<file path="src/csh_params.svh">
`ifndef CSH_PARAMS_SVH
`define CSH_PARAMS_SVH

// Number of cache ways
`define CSH_WAYS 4

// Diagnostic window select width
`define CSH_DIAG_SEL_W 3

// Diagnostic readout word width
`define CSH_DIAG_W 8

`endif

</file>
<file path="src/cshPkg.sv">
`include "csh_params.svh"

package cshPkg;

  // One-hot cycle type, MB in the top bit
  typedef logic [3:0] cycTypeT;

  localparam int cycMb   = 3;
  localparam int cycChan = 2;
  localparam int cycEbox = 1;
  localparam int cycCca  = 0;

  typedef logic [`CSH_WAYS-1:0] wayVecT;

  // Index of the least recently used way
  typedef logic [$clog2(`CSH_WAYS)-1:0] lruT;

  typedef logic [`CSH_DIAG_SEL_W-1:0] diagSelT;
  typedef logic [`CSH_DIAG_W-1:0] diagWordT;

  // Readable diagnostic windows
  localparam diagSelT diagSelCycle  = 'd0;
  localparam diagSelT diagSelResult = 'd1;

  // Timing chain, one state per T flop
  typedef enum logic [2:0] {IDLE, T0, T1, T2, T3} cshStateT;

endpackage

</file>
<file path="src/cshArbiter.sv">
`timescale 1ns/1ps
`include "csh_params.svh"

module cshArbiter (
  input  logic            clk,
  input  logic            rstN,
  input  logic            mbReq,
  input  logic            chanReq,
  input  logic            eboxReq,
  input  logic            ccaReq,
  input  logic            readyToGo,
  output logic            grant,
  output cshPkg::cycTypeT cycType
);

  import cshPkg::*;

  cycTypeT winner;
  logic    anyReq;

  // Fixed priority, MB over channel over EBOX over CCA
  always_comb begin
    winner = '0;
    if (mbReq) begin
      winner[cycMb] = 1'b1;
    end else if (chanReq) begin
      winner[cycChan] = 1'b1;
    end else if (eboxReq) begin
      winner[cycEbox] = 1'b1;
    end else if (ccaReq) begin
      winner[cycCca] = 1'b1;
    end
  end

  assign anyReq = mbReq | chanReq | eboxReq | ccaReq;

  // Only granted while the cache is idle
  assign grant = readyToGo & anyReq;

  // Cycle type hold register
  // Loads the winner while ready, so an idle clock with no request clears it
  always_ff @(posedge clk or negedge rstN) begin
    if (!rstN) begin
      cycType <= '0;
    end else if (readyToGo) begin
      cycType <= winner;
    end
  end

  // At most one cycle type ever held
  cycTypeOneHot: assert property (
    @(posedge clk) disable iff (!rstN)
    $onehot0(cycType)
  ) else $error("cycType holds more than one cycle type");

  // A grant always leaves a single cycle type held through the cycle
  grantLoadsType: assert property (
    @(posedge clk) disable iff (!rstN)
    grant |=> $onehot(cycType) ##1 $stable(cycType) ##1 $stable(cycType)
      ##1 $stable(cycType)
  ) else $error("cycType not held after grant");

endmodule

</file>
<file path="src/cshTiming.sv">
`timescale 1ns/1ps
`include "csh_params.svh"

module cshTiming (
  input  logic             clk,
  input  logic             rstN,
  input  logic             grant,
  output cshPkg::cshStateT state,
  output logic             readyToGo
);

  import cshPkg::*;

  cshStateT stateNext;

  // T0 through T3 in fixed order, no early exit
  always_comb begin
    stateNext = state;
    case (state)
      IDLE: begin
        if (grant) begin
          stateNext = T0;
        end
      end
      T0: stateNext = T1;
      T1: stateNext = T2;
      T2: stateNext = T3;
      T3: stateNext = IDLE;
      default: stateNext = IDLE;
    endcase
  end

  always_ff @(posedge clk or negedge rstN) begin
    if (!rstN) begin
      state <= IDLE;
    end else begin
      state <= stateNext;
    end
  end

  // Cache idle
  assign readyToGo = (state == IDLE);

  // Arbiter must not grant while a cycle is in progress
  grantOnlyIdle: assert property (
    @(posedge clk) disable iff (!rstN)
    grant |-> state == IDLE
  ) else $error("grant seen outside IDLE");

endmodule

</file>
<file path="src/cshLookup.sv">
`timescale 1ns/1ps
`include "csh_params.svh"

module cshLookup (
  input  logic             clk,
  input  logic             rstN,
  input  cshPkg::cshStateT state,
  input  cshPkg::cycTypeT  cycType,
  input  cshPkg::wayVecT   validMatch,
  input  cshPkg::wayVecT   anyWritten,
  input  cshPkg::wayVecT   wordValid,
  input  cshPkg::lruT      lruWay,
  input  logic             cacheBit,
  output logic             mboxResp,
  output logic             coreRdReq,
  output logic             writeback,
  output logic             chanHit,
  output logic             ccaInval,
  output logic             ccaWriteback
);

  import cshPkg::*;

  logic       anyValidMatch;
  logic       readFound;
  logic       anyWrittenMatch;
  logic       lruWritten;
  logic [5:0] resultNext;
  logic [5:0] resultQ;

  // Way reductions
  assign anyValidMatch   = |validMatch;
  assign readFound       = |(validMatch & wordValid);
  assign anyWrittenMatch = |(validMatch & anyWritten);

  // Victim way dirty
  assign lruWritten = anyWritten[lruWay];

  // Decision, bits in port order mboxResp down to ccaWriteback
  always_comb begin
    resultNext = '0;
    if (state == T2) begin
      if (cycType[cycEbox]) begin
        if (readFound) begin
          resultNext[5] = 1'b1;
        end else if (!anyValidMatch && cacheBit && lruWritten) begin
          resultNext[3] = 1'b1;
        end else begin
          // Partial hit or clean miss both go to core
          resultNext[4] = 1'b1;
        end
      end
      if (cycType[cycChan]) begin
        resultNext[2] = anyValidMatch;
      end
      if (cycType[cycCca]) begin
        if (anyWrittenMatch) begin
          resultNext[0] = 1'b1;
        end else begin
          resultNext[1] = anyValidMatch;
        end
      end
    end
  end

  // Next is zero outside T2, so the pulse drops on the edge leaving T3
  always_ff @(posedge clk or negedge rstN) begin
    if (!rstN) begin
      resultQ <= '0;
    end else begin
      resultQ <= resultNext;
    end
  end

  assign mboxResp     = resultQ[5];
  assign coreRdReq    = resultQ[4];
  assign writeback    = resultQ[3];
  assign chanHit      = resultQ[2];
  assign ccaInval     = resultQ[1];
  assign ccaWriteback = resultQ[0];

  resultOneHot: assert property (
    @(posedge clk) disable iff (!rstN)
    $onehot0(resultQ)
  ) else $error("more than one result pulse");

  // Pulses line up with T3 of the timing chain
  resultInT3: assert property (
    @(posedge clk) disable iff (!rstN)
    (|resultQ) |-> state == T3
  ) else $error("result pulse outside T3");

endmodule

</file>
<file path="src/cshDiag.sv">
`timescale 1ns/1ps
`include "csh_params.svh"

module cshDiag (
  input  logic             clk,
  input  logic             rstN,
  input  logic             diagLoad,
  input  cshPkg::diagSelT  diagSelIn,
  input  logic             diagEn,
  input  cshPkg::cshStateT state,
  input  cshPkg::cycTypeT  cycType,
  input  logic             mboxResp,
  input  logic             coreRdReq,
  input  logic             writeback,
  input  logic             chanHit,
  input  logic             ccaInval,
  input  logic             ccaWriteback,
  output cshPkg::diagWordT diagData
);

  import cshPkg::*;

  diagSelT    selQ;
  logic [3:0] stateBits;

  always_ff @(posedge clk or negedge rstN) begin
    if (!rstN) begin
      selQ <= '0;
    end else if (diagLoad) begin
      selQ <= diagSelIn;
    end
  end

  // T flops as seen on the old readout, idle reads all zero
  always_comb begin
    case (state)
      T0: stateBits = 4'b0001;
      T1: stateBits = 4'b0010;
      T2: stateBits = 4'b0100;
      T3: stateBits = 4'b1000;
      default: stateBits = 4'b0000;
    endcase
  end

  always_comb begin
    diagData = '0;
    if (diagEn) begin
      case (selQ)
        diagSelCycle: diagData = diagWordT'({cycType, stateBits});
        diagSelResult: begin
          diagData = diagWordT'({mboxResp, coreRdReq, writeback,
                                 chanHit, ccaInval, ccaWriteback});
        end
        default: diagData = '0;
      endcase
    end
  end

endmodule

</file>
<file path="src/csh.sv">
`timescale 1ns/1ps
`include "csh_params.svh"

module csh (
  input  logic             clk,
  input  logic             rstN,
  input  logic             mbReq,
  input  logic             chanReq,
  input  logic             eboxReq,
  input  logic             ccaReq,
  input  cshPkg::wayVecT   validMatch,
  input  cshPkg::wayVecT   anyWritten,
  input  cshPkg::wayVecT   wordValid,
  input  cshPkg::lruT      lruWay,
  input  logic             cacheBit,
  input  logic             diagLoad,
  input  cshPkg::diagSelT  diagSelIn,
  input  logic             diagEn,
  output logic             mboxResp,
  output logic             coreRdReq,
  output logic             writeback,
  output logic             chanHit,
  output logic             ccaInval,
  output logic             ccaWriteback,
  output cshPkg::diagWordT diagData
);

  import cshPkg::*;

  cycTypeT  cycType;
  cshStateT state;
  logic     grant;
  logic     readyToGo;

  cshArbiter uArbiter (
    .clk       (clk),
    .rstN      (rstN),
    .mbReq     (mbReq),
    .chanReq   (chanReq),
    .eboxReq   (eboxReq),
    .ccaReq    (ccaReq),
    .readyToGo (readyToGo),
    .grant     (grant),
    .cycType   (cycType)
  );

  cshTiming uTiming (
    .clk       (clk),
    .rstN      (rstN),
    .grant     (grant),
    .state     (state),
    .readyToGo (readyToGo)
  );

  cshLookup uLookup (
    .clk          (clk),
    .rstN         (rstN),
    .state        (state),
    .cycType      (cycType),
    .validMatch   (validMatch),
    .anyWritten   (anyWritten),
    .wordValid    (wordValid),
    .lruWay       (lruWay),
    .cacheBit     (cacheBit),
    .mboxResp     (mboxResp),
    .coreRdReq    (coreRdReq),
    .writeback    (writeback),
    .chanHit      (chanHit),
    .ccaInval     (ccaInval),
    .ccaWriteback (ccaWriteback)
  );

  cshDiag uDiag (
    .clk          (clk),
    .rstN         (rstN),
    .diagLoad     (diagLoad),
    .diagSelIn    (diagSelIn),
    .diagEn       (diagEn),
    .state        (state),
    .cycType      (cycType),
    .mboxResp     (mboxResp),
    .coreRdReq    (coreRdReq),
    .writeback    (writeback),
    .chanHit      (chanHit),
    .ccaInval     (ccaInval),
    .ccaWriteback (ccaWriteback),
    .diagData     (diagData)
  );

endmodule

</file>
<file path="config.mk">
export PLATFORM = sky130hd
export DESIGN_NAME = csh
export DESIGN_NICKNAME = d
export VERILOG_FILES = /design/src/cshPkg.sv /design/src/cshArbiter.sv /design/src/cshTiming.sv /design/src/cshLookup.sv /design/src/cshDiag.sv /design/src/csh.sv
export VERILOG_INCLUDE_DIRS = /design/src
export SDC_FILE = /design/constraint.sdc
export NUM_CORES = 1
export LEC_CHECK = 0
export BUFFER_PORTS_ARGS = -buffer_cell sky130_fd_sc_hd__buf_2
export CORE_MARGIN = 8
export CORE_UTILIZATION = 45
export DETAILED_ROUTE_END_ITERATION = 16
export PLACE_DENSITY_LB_ADDON = 0.12
export SLEW_MARGIN = 20
export SYNTH_ARGS = -nofsm -noshare
export SYNTH_HDL_FRONTEND = slang
export SYNTH_HIERARCHICAL = 1
export SYNTH_SLANG_ARGS = --single-unit
export TNS_END_PERCENT = 100
</file>
<file path="constraint.sdc">
create_clock -name clk -period 3.6 [get_ports clk]
set_input_delay 0.72 -clock clk [delete_from_list [all_inputs] [get_ports clk]]
set_output_delay 0.72 -clock clk [all_outputs]
set_load 0.02 [all_outputs]
</file>
==> summary.txt, run 1 <==
Status
  • Status: finished, final reports clean

Final layout
  • Area growth from synthesis to layout: 27.0%
  • Leading cell type in the layout, fill and taps excluded: buf_2
  • Fin nets: 146
  • Diodes inserted: 0
  • Final Instance Area: 1070 um2
  • Most frequent cells in the layout: 39 x buf_2, 16 x dfrtp_1, 11 x nand2_1
  • Fraction of layout cells with a size suffix above 1: approximately 45%

GRT
  • Initial antenna violation count: 0
  • Gr usage total: 12.8%
  • Vias in the first global route: 766
  • Largest net degree at the start of global routing: 17
  • First-pass GRT wire length: 3.42 mm
  • Grt ovf: 0

Route
  • Antenna viol nets, final: 0
  • Drt first pass iters: 4
  • WL final: 2.12 mm
  • Via density: between 5 and 6
  • Via count: about 750
  • DRC Markers: 0
  • WL/cell: 14.8 um
  • Starting DRT DRC Count: 8

Pwr
  • Total power: between 0.5 and 0.6 mW
  • Pwr/cell area: 489 nW/um2
  • Maximum vdd drop: 0.304 mV
  • Leak: 0.522 nW

Critical path
  • Crit end category: output port
  • Crit path DAT: 1.71 ns
  • Largest fanout on the critical path: 13
  • Critical path type: reg2out
  • Data required, critical path: approximately 2.9 ns
  • Critical Path Start Type: flip-flop

CTS
  • Longest Clk Path Bufs: 2
  • Clock Latency Late Sink: 0.28 ns
  • H-Tree Depth: 1
  • CTS sink cnt: 16
  • CTS Root Cell: clkbuf_4
  • Clk pin slew, worst setup/hold paths: 0.09 ns
  • Post_cts resized: 0
  • Hold buffers post-CTS: 0
  • Postcts setup bufs: 0
  • TritonCTS buffer count: 3
  • CTS tree: built

Placement
  • Placed Area: 1050 um2
  • Number of buffers added on ports: 39
  • RePlAce Congestion: 0.729
  • Detailed placement HPWL: ~1.6 mm

Synthesis
  • Syn_nets: 105
  • Mean Syn Cell Area: 10.7 um2
  • Seq/Total Area, Yosys: 47.4%
  • Synth cell types: 28
  • Seq cells post-synth: 16
  • Ys Warns: 6
  • Cell Area, Synth: 845 um2
  • Gate Count Post-Synth: between 70 and 80

Die
  • # IOs: 40
  • Initial Utilization: between 40% and 50%
  • Die Ht: 59.3 um
  • Die Area: 3520 um2
  • Chip Width: a little under 60 um
  • Core box area: 1750 um2
  • Rows: 15

Worst hold path
  • Hold Path Class: in2async

STA
  • Worst slew pin tran: 0.806 ns
  • Max_slew headroom: 45.8%
  • Worst hold slack: 0.343 ns
  • Fin. max-slew vios: 0
  • Setup TNS: 0 ns
  • Fin crit share: a little under 70%
  • Final Hold Fails: 0
  • Achievable clock frequency: 412 MHz
  • Post-Route Skew: 0.000683 ns
  • RSZ-0062 raised after global routing: false
  • Crit path time final: 2.43 ns
  • # setup viols final: 0

Flow run
  • Maxcap violations: 0
-- worst max-delay path: stages (launching register included) --
cell and delay (ns):
dfrtp_1 0.54, or4b_1 0.57, a21oi_1 0.13, buf_2 0.18
-- cells in the mapped netlist --
| library cell | instances | share of area (%) |
|---|---|---|
| or4b_1 | 3 | 3.6 |
| xnor2_1 | 1 | 1.0 |
| nor4_2 | 1 | 1.5 |
| o22ai_1 | 1 | 0.74 |
| nor2_1 | 7 | 3.1 |
| inv_1 | 3 | 1.3 |
| a21oi_1 | 6 | 3.6 |
| dfrtp_1 | 16 | 47 |
| mux2_2 | 4 | 5.3 |
| nand4_1 | 1 | 0.74 |
| o21ai_0 | 1 | 0.59 |
| or3b_1 | 1 | 1.0 |
| buf_2 | 2 | 1.2 |
| nand3_2 | 1 | 1.2 |
| mux2i_1 | 2 | 2.4 |
| o21a_1 | 1 | 0.89 |
| nor3b_2 | 2 | 3.0 |
| nand2_1 | 11 | 4.9 |
| and3b_1 | 1 | 1.0 |
| nor2b_4 | 1 | 1.6 |
| nand3b_1 | 1 | 0.89 |
| nor3_1 | 3 | 1.8 |
| buf_6 | 1 | 1.3 |
| o32ai_1 | 1 | 1.0 |
| mux4_2 | 1 | 2.7 |
| or3_4 | 1 | 1.3 |
| a22oi_1 | 4 | 3.6 |
| nand4bb_1 | 1 | 1.3 |
-- flip-flops by register name, summed over array words and instances, names as in the netlist --
name / count
uLookup/resultQ: 6
uDiag/selQ: 3
uTiming/state: 3
uArbiter/cycType: 4
-- final timing paths --
check,from,to,slack [ns],cells past startpoint
hold reg to reg,uDiag/selQ[1]$_DFFE_PN0P_,uDiag/selQ[1]$_DFFE_PN0P_,0.51,1
hold / removal,rstN,uLookup/resultQ[1]$_DFF_PN0_,0.34,1
max in group asynchronous,rstN,uArbiter/cycType[0]$_DFFE_PN0P_,3.00,1
setup / recovery,uDiag/selQ[0]$_DFFE_PN0P_,diagData[3],1.17,3
min in group clk,uDiag/selQ[1]$_DFFE_PN0P_,uDiag/selQ[1]$_DFFE_PN0P_,0.51,1
setup reg to reg,uTiming/state[1]$_DFFE_PN0P_,uArbiter/cycType[3]$_DFFE_PN0P_,1.90,2
-- through the flow --
step / utilization, % / setup WS (ns) / cells
CTS: 61.4 / 1.16 / 143
detailed placement: 60.1 / 1.18 / 140
finish: 61.4 / 1.17 / 143
global route: 61.4 / 1.06 / 143
floorplan: - / 1.33 / 79
global placement: 60.1 / 1.19 / 140
-- cells by family (layout without fill, tap and decap cells) --
kind of cell	after synthesis	count (layout)	share of synthesized area (%)
compound gates	14	14	10.4
simple gates	35	35	27.0
flops	16	16	47.4
buf+inv	6	45	3.85
mux	7	7	10.4
xor+xnor	1	1	1.04
-- routing by layer --
layer / wire length, um / track usage (%) / up-vias
li1: - / - / 368
met5: 0 / 0 / -
met2: 1040 / 20.6 / 26
met4: 12 / 5.80 / 0
met1: 881 / 13.9 / 351
met3: 187 / 5.64 / 2
-- report_power, final --
group,total [mW],switching [mW],internal [mW]
clock network,0.0908,0.0520,0.0387
registers,0.274,0.0540,0.220
logic,0.160,0.0789,0.0814
total,0.525,0.185,0.340
-- layout make-up --
type,instances,area (um2)
fill,168,673
multi-input combinational,57,412
sequential,16,400
timing repair buffer,39,195
tap,25,31.3
clock buffer,3,22.5
inverter,3,11.3
Power figures use the tool's default switching activity.
==> run 2: changes to the inputs <==
Settings changed: CORE_UTILIZATION 45 to 44.
Clock period 3.6 ns to 2.3 ns, I/O delays scaled along.
==> run 2 against run 1 <==
Critical path depth did not move. Register-to-register slack got worse by 0.90 ns. Non-clock buffer count up 2. Via count grew 1.3%. Final cell count grew 3.5%. Critical path type unchanged. Largest cell class unchanged. Highest routed layer unchanged.
==> summary.txt, run 2 (synthesized netlist as in run 1, its figures left out) <==
Die
  • # IOs: 40 (unchanged)
  • Die Ht: 59.8 um (+0.83%)
  • Core box area: 1880 um2 (+7.8%)
  • Chip Width: 59.8 um (+0.83%)
  • Initial Utilization: 44.9% (-3.5 points)
  • Die Area: 3580 um2 (+1.7%)
  • Rows: 16 (+1)

Critical path
  • Critical path type: reg2out
  • Crit end category: output port
  • CP peak stage delay: 0.52 ns (-0.05 ns)
  • Data required, critical path: 1.84 ns (-1.04 ns)
  • Worst R2R End: uArbiter/cycType[3]$_DFFE_PN0P_
  • Worst path bufs/invs: 1 (unchanged)
  • Critical Path Start Type: flip-flop
  • Largest fanout on the critical path: 9 (-4)
  • Worst reg-to-reg setup slack: 1.00 ns (-0.90 ns)
  • Crit path DAT: 1.60 ns (-0.11 ns)
  • FF-to-FF Start: uTiming/state[0]$_DFFE_PN0P_
  • Reg2Reg Depth: 3 (+1)
  • Crit-path cells: or4b_1 -> a21oi_1 -> buf_2
  • Worst path slowest cell: or4b_1
  • CP delay by family, top: simple AND/OR/NAND/NOR gates

Final layout
  • Finished Layout Cells: 148 (+3.5%)
  • Area growth from synthesis to layout: 30.7%
  • Largest Register: uLookup/resultQ
  • Most frequent cells in the layout: 39 x buf_2, 16 x dfrtp_1, 11 x nand2_1
  • Diodes inserted: 0 (unchanged)
  • Leading cell type in the layout, fill and taps excluded: buf_2
  • Fin nets: 148 (+1.4%)
  • Fraction of layout cells with a size suffix above 1: 46.3% (+1.4 points)
  • Largest regs: uLookup/resultQ x6, uArbiter/cycType x4
  • Final core utilization: 58.6% (-2.8 points)
  • Max FFs per register: 6 (unchanged)

Placement
  • Placed Cells incl. Taps: 144 (+2.9%)
  • Number of buffers added on ports: 39 (unchanged)
  • RePlAce Congestion: 0.721 (-1.1%)
  • Detailed placement HPWL: 1.63 mm (+1.9%)

STA
  • Fin. max-slew vios: 0 (unchanged)
  • Max_slew headroom: 73.6% (+28 points)
  • Crit path time final: slightly above 2 ns
  • Worst slew pin tran: 0.393 ns (-0.413 ns)
  • Fin crit share: between 80% and 90%
  • Post-Route Skew: 0.00409 ns (+0.00340 ns)
  • # setup viols final: 0 (unchanged)
  • Setup TNS: 0 ns (unchanged)
  • Achievable clock frequency: 486 MHz
  • RSZ-0062 raised after global routing: false
  • Final Hold Fails: 0 (unchanged)

CTS
  • CTS tree: built
  • Post_cts resized: 0 (unchanged)
  • Clk pin slew, worst setup/hold paths: 0.09 ns (about the same)
  • H-Tree Depth: 1 (unchanged)
  • TritonCTS buffer count: 3 (unchanged)
  • CTS Root Cell: clkbuf_4
  • Postcts setup bufs: 0 (unchanged)
  • CTS sink cnt: 16 (unchanged)
  • Clock Latency Late Sink: 0.28 ns (about the same)
  • Longest Clk Path Bufs: 2 (unchanged)
  • Hold buffers post-CTS: 0 (unchanged)

Route
  • Via density: 5.11 (-2.1%)
  • WL/cell: 13.7 um (-7.9%)
  • Antenna viol nets, final: 0 (unchanged)
  • Drt first pass iters: 4 (unchanged)
  • Starting DRT DRC Count: 13 (+5)
  • WL final: 2.02 mm (-4.7%)
  • DRC Markers: 0 (unchanged)
  • Via count: 757 (+1.3%)

Pwr
  • Pwr/cell area: 798 nW/um2 (+63%)
  • Leak: 0.539 nW (+3.3%)
  • Maximum vdd drop: 0.647 mV (+110%)

GRT
  • Largest net degree at the start of global routing: 17 (unchanged)
  • Initial antenna violation count: 0 (unchanged)
  • Gr usage total: 12.4% (-0.41 points)
  • Grt ovf: 0 (unchanged)
  • First-pass GRT wire length: 3.33 mm (-2.8%)
  • Vias in the first global route: 761 (-0.65%)

Status
  • Status: finished, final reports clean

Worst hold path
  • Hold Path Class: in2async

Flow run
  • Maxcap violations: 0 (unchanged)
## run 2: how the worst max path moves through the flow
stage | from | end | slack [ns] | depth (start not counted)
3_3_place_gp | diagEn | diagData[7] | 0.41 | 4
2_1_floorplan | uTiming/state[1]$_DFFE_PN0P_ | diagData[3] | 0.55 | 2
4_1_cts | uDiag/selQ[1]$_DFFE_PN0P_ | diagData[6] | 0.21 | 3
3_5_place_dp | diagEn | diagData[6] | 0.39 | 4
5_1_grt | uDiag/selQ[1]$_DFFE_PN0P_ | diagData[7] | 0.13 | 3
6_report | uTiming/state[2]$_DFFE_PN0P_ | diagData[1] | 0.24 | 3
## run 2: layer usage
| metal | share of wire [%] | track usage [%] | wire length [um] | vias up |
|---|---|---|---|---|
| met5 | 0 | 0 | 0 | - |
| li1 | - | - | - | 371 |
| met2 | 49 | 19.4 | 993 | 24 |
| met3 | 7.3 | 4.52 | 148 | 2 |
| met4 | 0.59 | 6.12 | 12 | 0 |
| met1 | 43 | 14.4 | 867 | 360 |
## run 2: per-stage QoR
stage	worst slack, ns	hold slack [ns]	area [um2]	power (mW)
2_1_floorplan	0.548	0.164	845	0.605
3_3_place_gp	0.410	0.382	1070	0.694
3_5_place_dp	0.388	0.392	1070	0.705
4_1_cts	0.213	0.0684	1100	0.890
5_1_grt	0.128	0.0740	1100	0.957
6_report	0.243	0.0710	1100	0.881
## run 2: report_power, final
part           internal [mW]  total, mW  switching, mW
Clock                 0.0963      0.181         0.0851
Sequential             0.344      0.421         0.0772
Combinational          0.144      0.278          0.134
Total                  0.584      0.881          0.297
## run 2: area by class of cell
cell class | count | area (um2)
Clock buffer | 4 | 36.3
Tap cell | 27 | 33.8
Fill cell | 195 | 778
Multi-Input combinational cell | 57 | 412
Inverter | 3 | 11.3
Sequential cell | 16 | 400
Timing Repair Buffer | 41 | 210
